===== config.mk =====
export PLATFORM = sky130hd
export DESIGN_NAME = router_regs_top
export DESIGN_NICKNAME = d
export VERILOG_FILES = /design/src/design/router_regs_pkg.sv /design/src/design/router_regs_apb_decode.sv /design/src/design/router_regs_control.sv /design/src/design/router_regs_counters.sv /design/src/design/router_regs_readback.sv /design/src/design/router_regs_top.sv
export SDC_FILE = /design/constraint.sdc
export NUM_CORES = 1
export LEC_CHECK = 0
export BUFFER_PORTS_ARGS = -buffer_cell sky130_fd_sc_hd__buf_2
export CORE_MARGIN = 3
export CORE_UTILIZATION = 25
export CTS_CLUSTER_SIZE = 24
export DETAILED_ROUTE_END_ITERATION = 7
export HOLD_SLACK_MARGIN = 0.12
export MAX_ROUTING_LAYER = met4
export PLACE_DENSITY_LB_ADDON = 0.12
export SLEW_MARGIN = 25
export SYNTH_ARGS = -nofsm -noshare
export SYNTH_HDL_FRONTEND = slang
export SYNTH_SLANG_ARGS = --single-unit

===== constraint.sdc =====
create_clock -name core_clk_ifc -period 7.01 [get_ports core_clk_ifc]
set_input_delay 0.701 -clock core_clk_ifc [delete_from_list [all_inputs] [get_ports core_clk_ifc]]
set_output_delay 0.701 -clock core_clk_ifc [all_outputs]
set_load 0.005 [all_outputs]

===== src/design/router_regs_pkg.sv =====
/* Router register block definitions */
package router_regs_pkg;

    ////////////////////
    // Dimensions

    localparam int num_ports     = 4;
    localparam int cnts_per_port = 4;
    localparam int snap_words    = num_ports * cnts_per_port;

    // Word order inside one port's snapshot group
    localparam int cnt_pkt  = 0;
    localparam int cnt_byte = 1;
    localparam int cnt_err  = 2;
    localparam int cnt_drop = 3;

    ////////////////////
    // Register map in word addresses

    localparam int addr_version_id       = 0;
    localparam int addr_num_regs         = 1;
    localparam int addr_ports_param      = 2;
    localparam int addr_mtu_param        = 3;
    localparam int addr_port_enable_con  = 4;
    localparam int addr_port_enable_stat = 5;
    localparam int addr_counter_con      = 6;
    localparam int addr_counters_start   = 7;
    localparam int total_regs            = addr_counters_start + snap_words;

    ////////////////////
    // Types

    typedef logic [31:0]          data_t;
    typedef logic [31:0]          cnt_t;
    typedef logic [3:0]           strb_t;
    typedef logic [14:0]          paddr_t;
    typedef logic [4:0]           reg_idx_t;
    typedef logic [num_ports-1:0] port_mask_t;

    // Live datapath counts of one port
    typedef struct packed {
        cnt_t pkt_cnt;
        cnt_t byte_cnt;
        cnt_t err_cnt;
    } port_stats_t;

    // One APB access as seen by the register logic
    typedef struct packed {
        logic     valid;
        logic     write;
        logic     bad_addr;
        reg_idx_t idx;
        data_t    wdata;
        strb_t    strb;
    } reg_req_t;

    typedef enum logic {
        idle,
        wait_done
    } apb_phase_t;

    // Constant and reset values
    localparam data_t version_id_val  = 32'h0100_000A;
    localparam int    mtu_bytes       = 5000;
    localparam data_t port_enable_rst = data_t'(port_mask_t'('1));

endpackage


===== src/design/router_regs_apb_decode.sv =====
/* APB access capture and address decode */
`timescale 1ns/1ps

module router_regs_apb_decode (
    input  logic                        core_clk_ifc,
    input  logic                        peripheral_sresetn_core,
    input  logic                        psel,
    input  logic                        penable,
    input  logic                        pwrite,
    input  router_regs_pkg::paddr_t     paddr,
    input  router_regs_pkg::data_t      pwdata,
    input  router_regs_pkg::strb_t      pstrb,
    output logic                        pready,
    output router_regs_pkg::reg_req_t   req
);

    localparam int word_w = $bits(router_regs_pkg::paddr_t) - 2;

    router_regs_pkg::apb_phase_t state;
    logic                        access_start;
    logic [word_w-1:0]           word_addr;

    // Captured transfer fields
    logic                        write_q;
    logic                        bad_q;
    router_regs_pkg::reg_idx_t   idx_q;
    router_regs_pkg::data_t      wdata_q;
    router_regs_pkg::strb_t      strb_q;

    // Accesses are whole words so the byte offset is dropped
    assign word_addr    = paddr[$bits(router_regs_pkg::paddr_t)-1:2];
    assign access_start = (state == router_regs_pkg::idle) && psel && penable;

    always_ff @(posedge core_clk_ifc) begin
        if (!peripheral_sresetn_core) begin
            state <= router_regs_pkg::idle;
        end else begin
            case (state)
                router_regs_pkg::idle: begin
                    if (access_start) begin
                        state <= router_regs_pkg::wait_done;
                    end
                end
                // Back to idle after the single wait cycle
                default: state <= router_regs_pkg::idle;
            endcase
        end
    end

    always_ff @(posedge core_clk_ifc) begin
        if (access_start) begin
            write_q <= pwrite;
            bad_q   <= (word_addr >= router_regs_pkg::total_regs);
            idx_q   <= router_regs_pkg::reg_idx_t'(word_addr);
            wdata_q <= pwdata;
            strb_q  <= pstrb;
        end
    end

    assign pready = (state == router_regs_pkg::wait_done);

    always_comb begin
        req.valid    = pready;
        req.write    = write_q;
        req.bad_addr = bad_q;
        req.idx      = idx_q;
        req.wdata    = wdata_q;
        req.strb     = strb_q;
    end

endmodule


===== src/design/router_regs_control.sv =====
/* Control registers and sample request */
`timescale 1ns/1ps

module router_regs_control (
    input  logic                        core_clk_ifc,
    input  logic                        peripheral_sresetn_core,
    input  router_regs_pkg::reg_req_t   req,
    output router_regs_pkg::data_t      port_enable_con,
    output router_regs_pkg::data_t      port_enable_stat,
    output router_regs_pkg::data_t      counter_con,
    output router_regs_pkg::port_mask_t sample_pulse
);

    logic                        wr_ok;
    logic                        wr_enable_con;
    logic                        wr_counter_con;
    router_regs_pkg::port_mask_t sample_req;
    router_regs_pkg::port_mask_t sample_req_d;

    // Merge write data into a register under the byte strobes
    function automatic router_regs_pkg::data_t lane_merge(
        input router_regs_pkg::data_t cur,
        input router_regs_pkg::data_t wdata,
        input router_regs_pkg::strb_t strb
    );
        router_regs_pkg::data_t res;
        res = cur;
        for (int b = 0; b < $bits(router_regs_pkg::strb_t); b++) begin
            if (strb[b]) begin
                res[8*b +: 8] = wdata[8*b +: 8];
            end
        end
        return res;
    endfunction

    // Bad addresses can alias onto low indices, so they are excluded here
    assign wr_ok          = req.valid && req.write && !req.bad_addr;
    assign wr_enable_con  = wr_ok && (req.idx == router_regs_pkg::addr_port_enable_con);
    assign wr_counter_con = wr_ok && (req.idx == router_regs_pkg::addr_counter_con);

    always_ff @(posedge core_clk_ifc) begin
        if (!peripheral_sresetn_core) begin
            port_enable_con  <= router_regs_pkg::port_enable_rst;
            port_enable_stat <= router_regs_pkg::port_enable_rst;
            counter_con      <= '0;
        end else begin
            if (wr_enable_con) begin
                port_enable_con <= lane_merge(port_enable_con, req.wdata, req.strb);
            end
            if (wr_counter_con) begin
                counter_con <= lane_merge(counter_con, req.wdata, req.strb);
            end
            // Status reports the applied enables one cycle behind
            port_enable_stat <= router_regs_pkg::data_t'(
                router_regs_pkg::port_mask_t'(port_enable_con));
        end
    end

    ////////////////////
    // Sample request edge detect

    always_ff @(posedge core_clk_ifc) begin
        if (!peripheral_sresetn_core) begin
            sample_req   <= '0;
            sample_req_d <= '0;
        end else begin
            sample_req   <= router_regs_pkg::port_mask_t'(counter_con);
            sample_req_d <= sample_req;
        end
    end

    assign sample_pulse = sample_req & ~sample_req_d;

endmodule


===== src/design/router_regs_counters.sv =====
/* Drop counters and snapshot words */
`timescale 1ns/1ps

module router_regs_counters (
    input  logic                         core_clk_ifc,
    input  logic                         peripheral_sresetn_core,
    input  router_regs_pkg::port_mask_t  sample_pulse,
    input  router_regs_pkg::port_mask_t  buf_full_drop,
    input  router_regs_pkg::port_stats_t port_stats [router_regs_pkg::num_ports],
    input  router_regs_pkg::reg_req_t    req,
    output router_regs_pkg::data_t       snap_rdata
);

    localparam int sel_w = $clog2(router_regs_pkg::snap_words);
    localparam int cpp   = router_regs_pkg::cnts_per_port;

    router_regs_pkg::port_mask_t drop_d;
    router_regs_pkg::port_mask_t drop_rise;
    router_regs_pkg::cnt_t       drop_cnt [router_regs_pkg::num_ports];
    router_regs_pkg::cnt_t       snap_q   [router_regs_pkg::snap_words];
    logic                        in_snap;
    router_regs_pkg::reg_idx_t   snap_off;

    // A held drop line counts only once
    assign drop_rise = buf_full_drop & ~drop_d;

    always_ff @(posedge core_clk_ifc) begin
        if (!peripheral_sresetn_core) begin
            drop_d <= '0;
            for (int p = 0; p < router_regs_pkg::num_ports; p++) begin
                drop_cnt[p] <= '0;
            end
        end else begin
            drop_d <= buf_full_drop;
            for (int p = 0; p < router_regs_pkg::num_ports; p++) begin
                if (sample_pulse[p]) begin
                    // A coincident event opens the new interval
                    drop_cnt[p] <= drop_rise[p] ? router_regs_pkg::cnt_t'(1) : '0;
                end else if (drop_rise[p]) begin
                    drop_cnt[p] <= drop_cnt[p] + 1'b1;
                end
            end
        end
    end

    ////////////////////
    // Snapshot capture

    always_ff @(posedge core_clk_ifc) begin
        if (!peripheral_sresetn_core) begin
            for (int i = 0; i < router_regs_pkg::snap_words; i++) begin
                snap_q[i] <= '0;
            end
        end else begin
            for (int p = 0; p < router_regs_pkg::num_ports; p++) begin
                if (sample_pulse[p]) begin
                    snap_q[p*cpp + router_regs_pkg::cnt_pkt]  <= port_stats[p].pkt_cnt;
                    snap_q[p*cpp + router_regs_pkg::cnt_byte] <= port_stats[p].byte_cnt;
                    snap_q[p*cpp + router_regs_pkg::cnt_err]  <= port_stats[p].err_cnt;
                    snap_q[p*cpp + router_regs_pkg::cnt_drop] <= drop_cnt[p];
                end
            end
        end
    end

    // Read select within the snapshot area
    assign in_snap  = (req.idx >= router_regs_pkg::addr_counters_start) &&
                      (req.idx < router_regs_pkg::total_regs);
    assign snap_off = req.idx -
                      router_regs_pkg::reg_idx_t'(router_regs_pkg::addr_counters_start);

    assign snap_rdata = in_snap ? router_regs_pkg::data_t'(snap_q[snap_off[sel_w-1:0]]) : '0;

endmodule


===== src/design/router_regs_readback.sv =====
/* Read data mux and error response */
`timescale 1ns/1ps

module router_regs_readback (
    input  router_regs_pkg::reg_req_t req,
    input  router_regs_pkg::data_t    port_enable_con,
    input  router_regs_pkg::data_t    port_enable_stat,
    input  router_regs_pkg::data_t    counter_con,
    input  router_regs_pkg::data_t    snap_rdata,
    output router_regs_pkg::data_t    prdata,
    output logic                      pslverr
);

    router_regs_pkg::data_t reg_val;

    // Register value at the requested index
    always_comb begin
        case (req.idx)
            router_regs_pkg::addr_version_id: begin
                reg_val = router_regs_pkg::version_id_val;
            end
            router_regs_pkg::addr_num_regs: begin
                reg_val = router_regs_pkg::data_t'(router_regs_pkg::total_regs);
            end
            router_regs_pkg::addr_ports_param: begin
                reg_val = router_regs_pkg::data_t'(router_regs_pkg::num_ports);
            end
            router_regs_pkg::addr_mtu_param: begin
                reg_val = router_regs_pkg::data_t'(router_regs_pkg::mtu_bytes);
            end
            router_regs_pkg::addr_port_enable_con:  reg_val = port_enable_con;
            router_regs_pkg::addr_port_enable_stat: reg_val = port_enable_stat;
            router_regs_pkg::addr_counter_con:      reg_val = counter_con;
            // Everything above is the snapshot area
            default:                                reg_val = snap_rdata;
        endcase
    end

    ////////////////////
    // Response

    // Data only during the response cycle of a good access
    always_comb begin
        if (req.valid && !req.bad_addr) begin
            prdata = reg_val;
        end else begin
            prdata = '0;
        end
    end

    assign pslverr = req.valid && req.bad_addr;

endmodule


===== src/design/router_regs_top.sv =====
/* Router register block top */
`timescale 1ns/1ps

module router_regs_top (
    input  logic                         core_clk_ifc,
    input  logic                         peripheral_sresetn_core,
    // APB slave
    input  logic                         psel,
    input  logic                         penable,
    input  logic                         pwrite,
    input  router_regs_pkg::paddr_t      paddr,
    input  router_regs_pkg::data_t       pwdata,
    input  router_regs_pkg::strb_t       pstrb,
    output router_regs_pkg::data_t       prdata,
    output logic                         pready,
    output logic                         pslverr,
    // Ingress ports
    input  router_regs_pkg::port_mask_t  buf_full_drop,
    input  router_regs_pkg::port_stats_t port_stats [router_regs_pkg::num_ports],
    output router_regs_pkg::port_mask_t  port_enable
);

    router_regs_pkg::reg_req_t   req;
    router_regs_pkg::data_t      port_enable_con;
    router_regs_pkg::data_t      port_enable_stat;
    router_regs_pkg::data_t      counter_con;
    router_regs_pkg::data_t      snap_rdata;
    router_regs_pkg::port_mask_t sample_pulse;

    router_regs_apb_decode i_apb_decode (
        .core_clk_ifc            ( core_clk_ifc            ),
        .peripheral_sresetn_core ( peripheral_sresetn_core ),
        .psel                    ( psel                    ),
        .penable                 ( penable                 ),
        .pwrite                  ( pwrite                  ),
        .paddr                   ( paddr                   ),
        .pwdata                  ( pwdata                  ),
        .pstrb                   ( pstrb                   ),
        .pready                  ( pready                  ),
        .req                     ( req                     )
    );

    router_regs_control i_control (
        .core_clk_ifc            ( core_clk_ifc            ),
        .peripheral_sresetn_core ( peripheral_sresetn_core ),
        .req                     ( req                     ),
        .port_enable_con         ( port_enable_con         ),
        .port_enable_stat        ( port_enable_stat        ),
        .counter_con             ( counter_con             ),
        .sample_pulse            ( sample_pulse            )
    );

    router_regs_counters i_counters (
        .core_clk_ifc            ( core_clk_ifc            ),
        .peripheral_sresetn_core ( peripheral_sresetn_core ),
        .sample_pulse            ( sample_pulse            ),
        .buf_full_drop           ( buf_full_drop           ),
        .port_stats              ( port_stats              ),
        .req                     ( req                     ),
        .snap_rdata              ( snap_rdata              )
    );

    router_regs_readback i_readback (
        .req                     ( req                     ),
        .port_enable_con         ( port_enable_con         ),
        .port_enable_stat        ( port_enable_stat        ),
        .counter_con             ( counter_con             ),
        .snap_rdata              ( snap_rdata              ),
        .prdata                  ( prdata                  ),
        .pslverr                 ( pslverr                 )
    );

    // Enables follow the control register directly
    assign port_enable = router_regs_pkg::port_mask_t'(port_enable_con);

endmodule


After elaboration in Yosys (flattened, before gate mapping)
Memories as Yosys holds them, arrays and structs flattened. Index checks and enable logic that the tools add are counted.

Register bits: 152. Latch bits: 0. Memory bits (writable): 640. Memory bits (read-only): 0. Input port bits: 444. Output and inout port bits: 38. Memories kept: 2.

Memory list: i_counters.snap_q (depth 16, width 32, read ports 1, clocked after Yosys merged registers in 0, write ports 16, RTL line router_regs_counters.sv:20) `router_regs_pkg::cnt_t snap_q [router_regs_pkg::snap_words];`; i_counters.drop_cnt (depth 4, width 32, read ports 4, clocked after Yosys merged registers in 0, write ports 4, RTL line router_regs_counters.sv:19) `router_regs_pkg::cnt_t drop_cnt [router_regs_pkg::num_ports];`.

Add/subtract/negate cells: 5. Multipliers: 0. Divide/modulo/power cells: 0. Magnitude comparators: 3. Eq/ne operators: 6. Shift operators: 0. Muxes and demuxes: 61. Bitwise logic cells: 30. Reduce and logical (&&, ||, !) cells: 20.

Operators with widths (number): 32-bit 2-to-1 mux (26); 32-bit case mux with 7 select lines (1); 32-bit by 1-bit adder with 32-bit output (second input constant) (4); 1-bit 2-to-1 mux (34); 1-bit bitwise OR (24); 2-bit AND reduction (8); 5-bit by 3-bit == test with 1-bit output (second input constant) (3); 13-bit by 5-bit >= comparator with 1-bit output (second input constant) (1); 5-bit by 2-bit == test with 1-bit output (second input constant) (2); 1-bit logical AND (9); 4-bit AND (2); 4-bit NOT (2); 5-bit by 1-bit == test with 1-bit output (second input constant) (1); 5-bit by 3-bit >= comparator with 1-bit output (second input constant) (1); 5-bit logical NOT (1); 5-bit less-than comparator (second input constant) (1); 4-bit by 3-bit subtractor with 4-bit output (second input constant) (1); 1-bit NOT (2); 2-bit OR reduction (1); 1-bit logical NOT (1).

Logic depth before layout (Yosys ltp)
Depth after elaboration: 7. Depth in mapped cells: 13.

Modules after synthesis
Synthesis repeated with hierarchy kept, for this count alone.

Cells, all modules: 2687. Area total of the unflattened synthesis: 35875.7 um^2.

By module, submodules not included: router_regs_counters (instances 1, cells an instance 2113, area each 30264.0 um^2, sequential area each 19298.5 um^2); router_regs_control (instances 1, cells an instance 306, area each 3024.2 um^2, sequential area each 1521.5 um^2); router_regs_apb_decode (instances 1, cells an instance 55, area each 1383.8 um^2, sequential area each 1311.3 um^2); router_regs_readback (instances 1, cells an instance 213, area each 1203.7 um^2, sequential area each 0.0 um^2).

Least setup slack after synthesis
No wires, ideal clock.

Path type: input -> register. Start point: input peripheral_sresetn_core. End point: memory i_counters.drop_cnt[3][0] (netlist name) (enable). Data arrival time: 4.820 ns. Slack: 1.842 ns. Stages on the path: 4. Buffers on the path: 2. Cells stage by stage: clkbuf_1 > clkbuf_1 > nand2_1 > or2_2.

RTL lines: start, declared (RTL line router_regs_top.sv:6) `input logic peripheral_sresetn_core,`; end, declared (RTL line router_regs_counters.sv:19).

Final worst setup path
Start point: register i_apb_decode.idx_q[1]. End point: output prdata[6].

Word-level cells in the longest chain between the ends: 5.

RTL lines: start, declared (RTL line router_regs_apb_decode.sv:26) `router_regs_pkg::reg_idx_t idx_q;`; start signal, assigned (RTL line router_regs_apb_decode.sv:54) `idx_q <= router_regs_pkg::reg_idx_t'(word_addr);`; 4-bit by 3-bit subtractor with 4-bit output (tied with other cells) (RTL line router_regs_counters.sv:69) `assign snap_off = req.idx -`; memory 16 x 32 bit / 1-bit logical AND (equally long branches); 32-bit 2-to-1 mux (RTL line router_regs_counters.sv:72) `assign snap_rdata = in_snap ? router_regs_pkg::data_t'(snap_q[snap_off[sel_w-1:0]]) : '0;`; 32-bit case mux with 7 select lines * (RTL line router_regs_readback.sv:18) `case (req.idx)`; 32-bit 2-to-1 mux * (RTL line router_regs_readback.sv:44) `if (req.valid && !req.bad_addr) begin`; end, declared (RTL line router_regs_top.sv:14) `output router_regs_pkg::data_t prdata,`.

Every way passes the cells marked *; elsewhere a longest branch is shown, timed or not.

==> run metrics <==
FF-to-FF path depth=9; Final Hold Viols=0; All-Layer GR Usage=16.8%; first drt pass iteration count=6; antenna-violating nets left=0; Routed WL per cell=24.2 um; top layer in use=met4; Total Wirelength=119000 um; Post-synth EDFFs=683; Worst Slack Setup Final=1.57 ns; Yosys top cell by area=edfxtp_1; post-synthesis compound-gate area fraction=4.86%; ys async rst share=0%; main flop type after synthesis=edfxtp_1; CTS clk-pin slew, worst paths=0.06 ns; core region area=0.136 mm2; Die X=378 um; largest net degree at the start of global routing=117; Yosys reg bits=764; Post-Syn Instances=2585; CTS tree=yes; peak supply drop=0.189 mV; simple-gate share of the synthesized area=16.9%; H-tree Lvls=3; Final Setup Violations=0; grt ovf=0; share of layout cells above drive strength 1=26.1%; initial antenna violation count=18; Hold Crit Class=primary input to register; starting density of the core=25.4%; Worst Path Required=6.31 ns; crit share post-route=77.6%; mux cell area share after synthesis=8.62%; worst slew pin tran=1.27 ns; Yosys Warn Count=0; total power=11.0 mW; final hold slack=0.194 ns; met3 wire length=7190 um; Max Clk Rate=184 MHz; total clock buffers created by CTS=93; critical path launch point type=register; Rel. slew slack=15.4%; later-pin clock latency in the skew report=0.70 ns; root buf cell=clkbuf_16; Synth-to-Final Area Change=22.1%; CP arrival=4.74 ns; synth top area cells=edfxtp_1, and2_1, mux4_2; status=complete, no violations; CTS max path bufs=3; routed length on met1=53100 um; metal2 WL=55800 um; most frequent cells in the layout=edfxtp_1, and2_1, buf_2, mux4_2, nor2_1; Synth top area share=59.2%; Syn Nets=3037; PortBufs=479; Pwr Density=261 mW/mm2; TritonCTS Sinks=764; total leakage power=15.3 nW; postcts setup bufs=0; Post-layout nets=3495; max cap viols=0; RSZ-0062 raised after global routing=false; commonest non-fill, non-tap cell in the layout=edfxtp_1; Die Span Y=378 um; Post-Synth Adder-Cell Area=0.289%; via/cell ratio=4.64; Slew Viols, Final=0; first-pass GRT wire length=167000 um; gpl congestion=0.848; R2R Setup Slk=2.72 ns; Place WS=2.10 ns; main combinational cell family by area after synthesis=simple AND/OR/NAND/NOR gates; CP Capture Type=output pin; vias in the first global route=23801; WS Path Type=register to output pin; Hold Path Depth=1; Yosys cell types=54; total number of vias=22766; I/O pin count=482; Clock Skews=0.0291 ns; Post-Syn Area=0.0346 mm2; Die Area=0.143 mm2; drt initial violations=1899; Avg Inst Size Synth=13.4 um2; Period minus WS final=5.44 ns; Critical Path Fanout Max=51; setup_tns=0 ns; Final HPWL DP=86800 um; post-synthesis xor/xnor area fraction=2.68%; DRC violations left=0; row count=135; sequential element share of the synthesized area=63.9%
==> critical path: stages, from the launching register on <==
cell	delay, ns
edfxtp_1	0.54
inv_1	0.15
ha_4	0.95
buf_4	0.43
mux4_2	0.45
inv_1	0.09
o22ai_1	0.15
a211oi_1	0.76
o22ai_1	0.23
buf_2	0.19
==> area by class of cell <==
class	instances	area (um2)
Antenna cell	6	15.0
Clock buffer	132	2620
Clock inverter	44	482
Fill cell	13704	94200
Inverter	79	299
Multi-Input combinational cell	1580	11700
Sequential cell	764	22100
Tap cell	1781	2230
Timing Repair Buffer	525	2810
==> registers in the layout (all words and copies together), names as in the netlist, 5 cells and up <==
register / cells
i_counters.drop_cnt: 128
i_apb_decode.wdata_q: 32
i_apb_decode.idx_q: 5
i_control.counter_con: 32
i_counters.snap_q: 512
i_control.port_enable_con: 32
==> cells by family (layout without fill, tap and decap cells) <==
kind of cell / Yosys count / in the layout
AND/OR/NAND/NOR: 1058 / 1058
adder cells (fa/ha/maj): 8 / 8
flip-flops: 764 / 764
AO/OA/AOI/OAI: 269 / 269
multiplexers: 139 / 139
other: 0 / 6
XOR/XNOR: 106 / 106
buffers and inverters: 241 / 780
==> cells in the mapped netlist, drive strengths merged (2+ instances only) <==
| cell type | count |
|---|---|
| edfxtp | 683 |
| and2 | 519 |
| nor2 | 131 |
| mux4 | 127 |
| nand2 | 126 |
| clkbuf | 125 |
| nand3 | 120 |
| a21oi | 85 |
| dfxtp | 81 |
| inv | 78 |
| o22ai | 55 |
| xor2 | 55 |
| xnor2 | 51 |
| buf | 37 |
| nand4 | 32 |
| a21boi | 30 |
| a211oi | 29 |
| o21ai | 27 |
| a22oi | 25 |
| nor4 | 25 |
| nor3 | 24 |
| or3 | 17 |
| and3 | 15 |
| and4 | 15 |
| nand2b | 10 |
| nor2b | 10 |
| ha | 8 |
| mux2i | 7 |
| a221oi | 5 |
| mux2 | 5 |
| or2 | 4 |
| or4 | 3 |
| a31oi | 2 |
| nand3b | 2 |
| o211ai | 2 |
| o21a | 2 |
| or3b | 2 |
==> repair_timing <==
action | in CTS | in global routing
resized for setup | 0 | 0
hold buffers | 10 | 0
endpoints found under the hold margin | 10 | 0
==> where the power goes <==
| group | internal (mW) | leakage, nW | switching, mW |
|---|---|---|---|
| sequential | 5.17 | 7.71 | 0.122 |
| combinational | 0.319 | 6.09 | 0.497 |
| clock | 2.91 | 1.51 | 2.01 |
| total | 8.40 | 15.3 | 2.63 |
==> per-stage QoR <==
step                      cells  area, um2  util (%)
after floorplan            2585      34600         -
after detailed placement   4717      39000      28.6
after global placement     4717      39000      28.6
final                      4911      42300      31.0
after CTS                  4903      42200      30.9
after global routing       4909      42300      31.0
==> path summary, 6_finish.rpt <==
check / startpoint / to
worst min-delay path: pstrb[3] / i_apb_decode.strb_q[3]$_DFFE_PP_
worst max-delay path: i_apb_decode.idx_q[1]$_DFFE_PP_ / prdata[6]
worst min register to register: i_control.port_enable_con[11]$_SDFFE_PN0P_ / i_control.port_enable_con[11]$_SDFFE_PN0P_
worst max register to register: i_apb_decode.idx_q[0]$_DFFE_PP_ / i_control.counter_con[19]$_SDFFE_PN0P_
==> routing by layer <==
| metal | track usage, % | up-vias |
|---|---|---|
| li1 | - | 10406 |
| met1 | 22.3 | 11425 |
| met2 | 26.4 | 788 |
| met3 | 3.45 | 147 |
| met4 | 4.11 | 0 |
| met5 | - | - |
No activity file was read; power rests on OpenSTA's default activity.
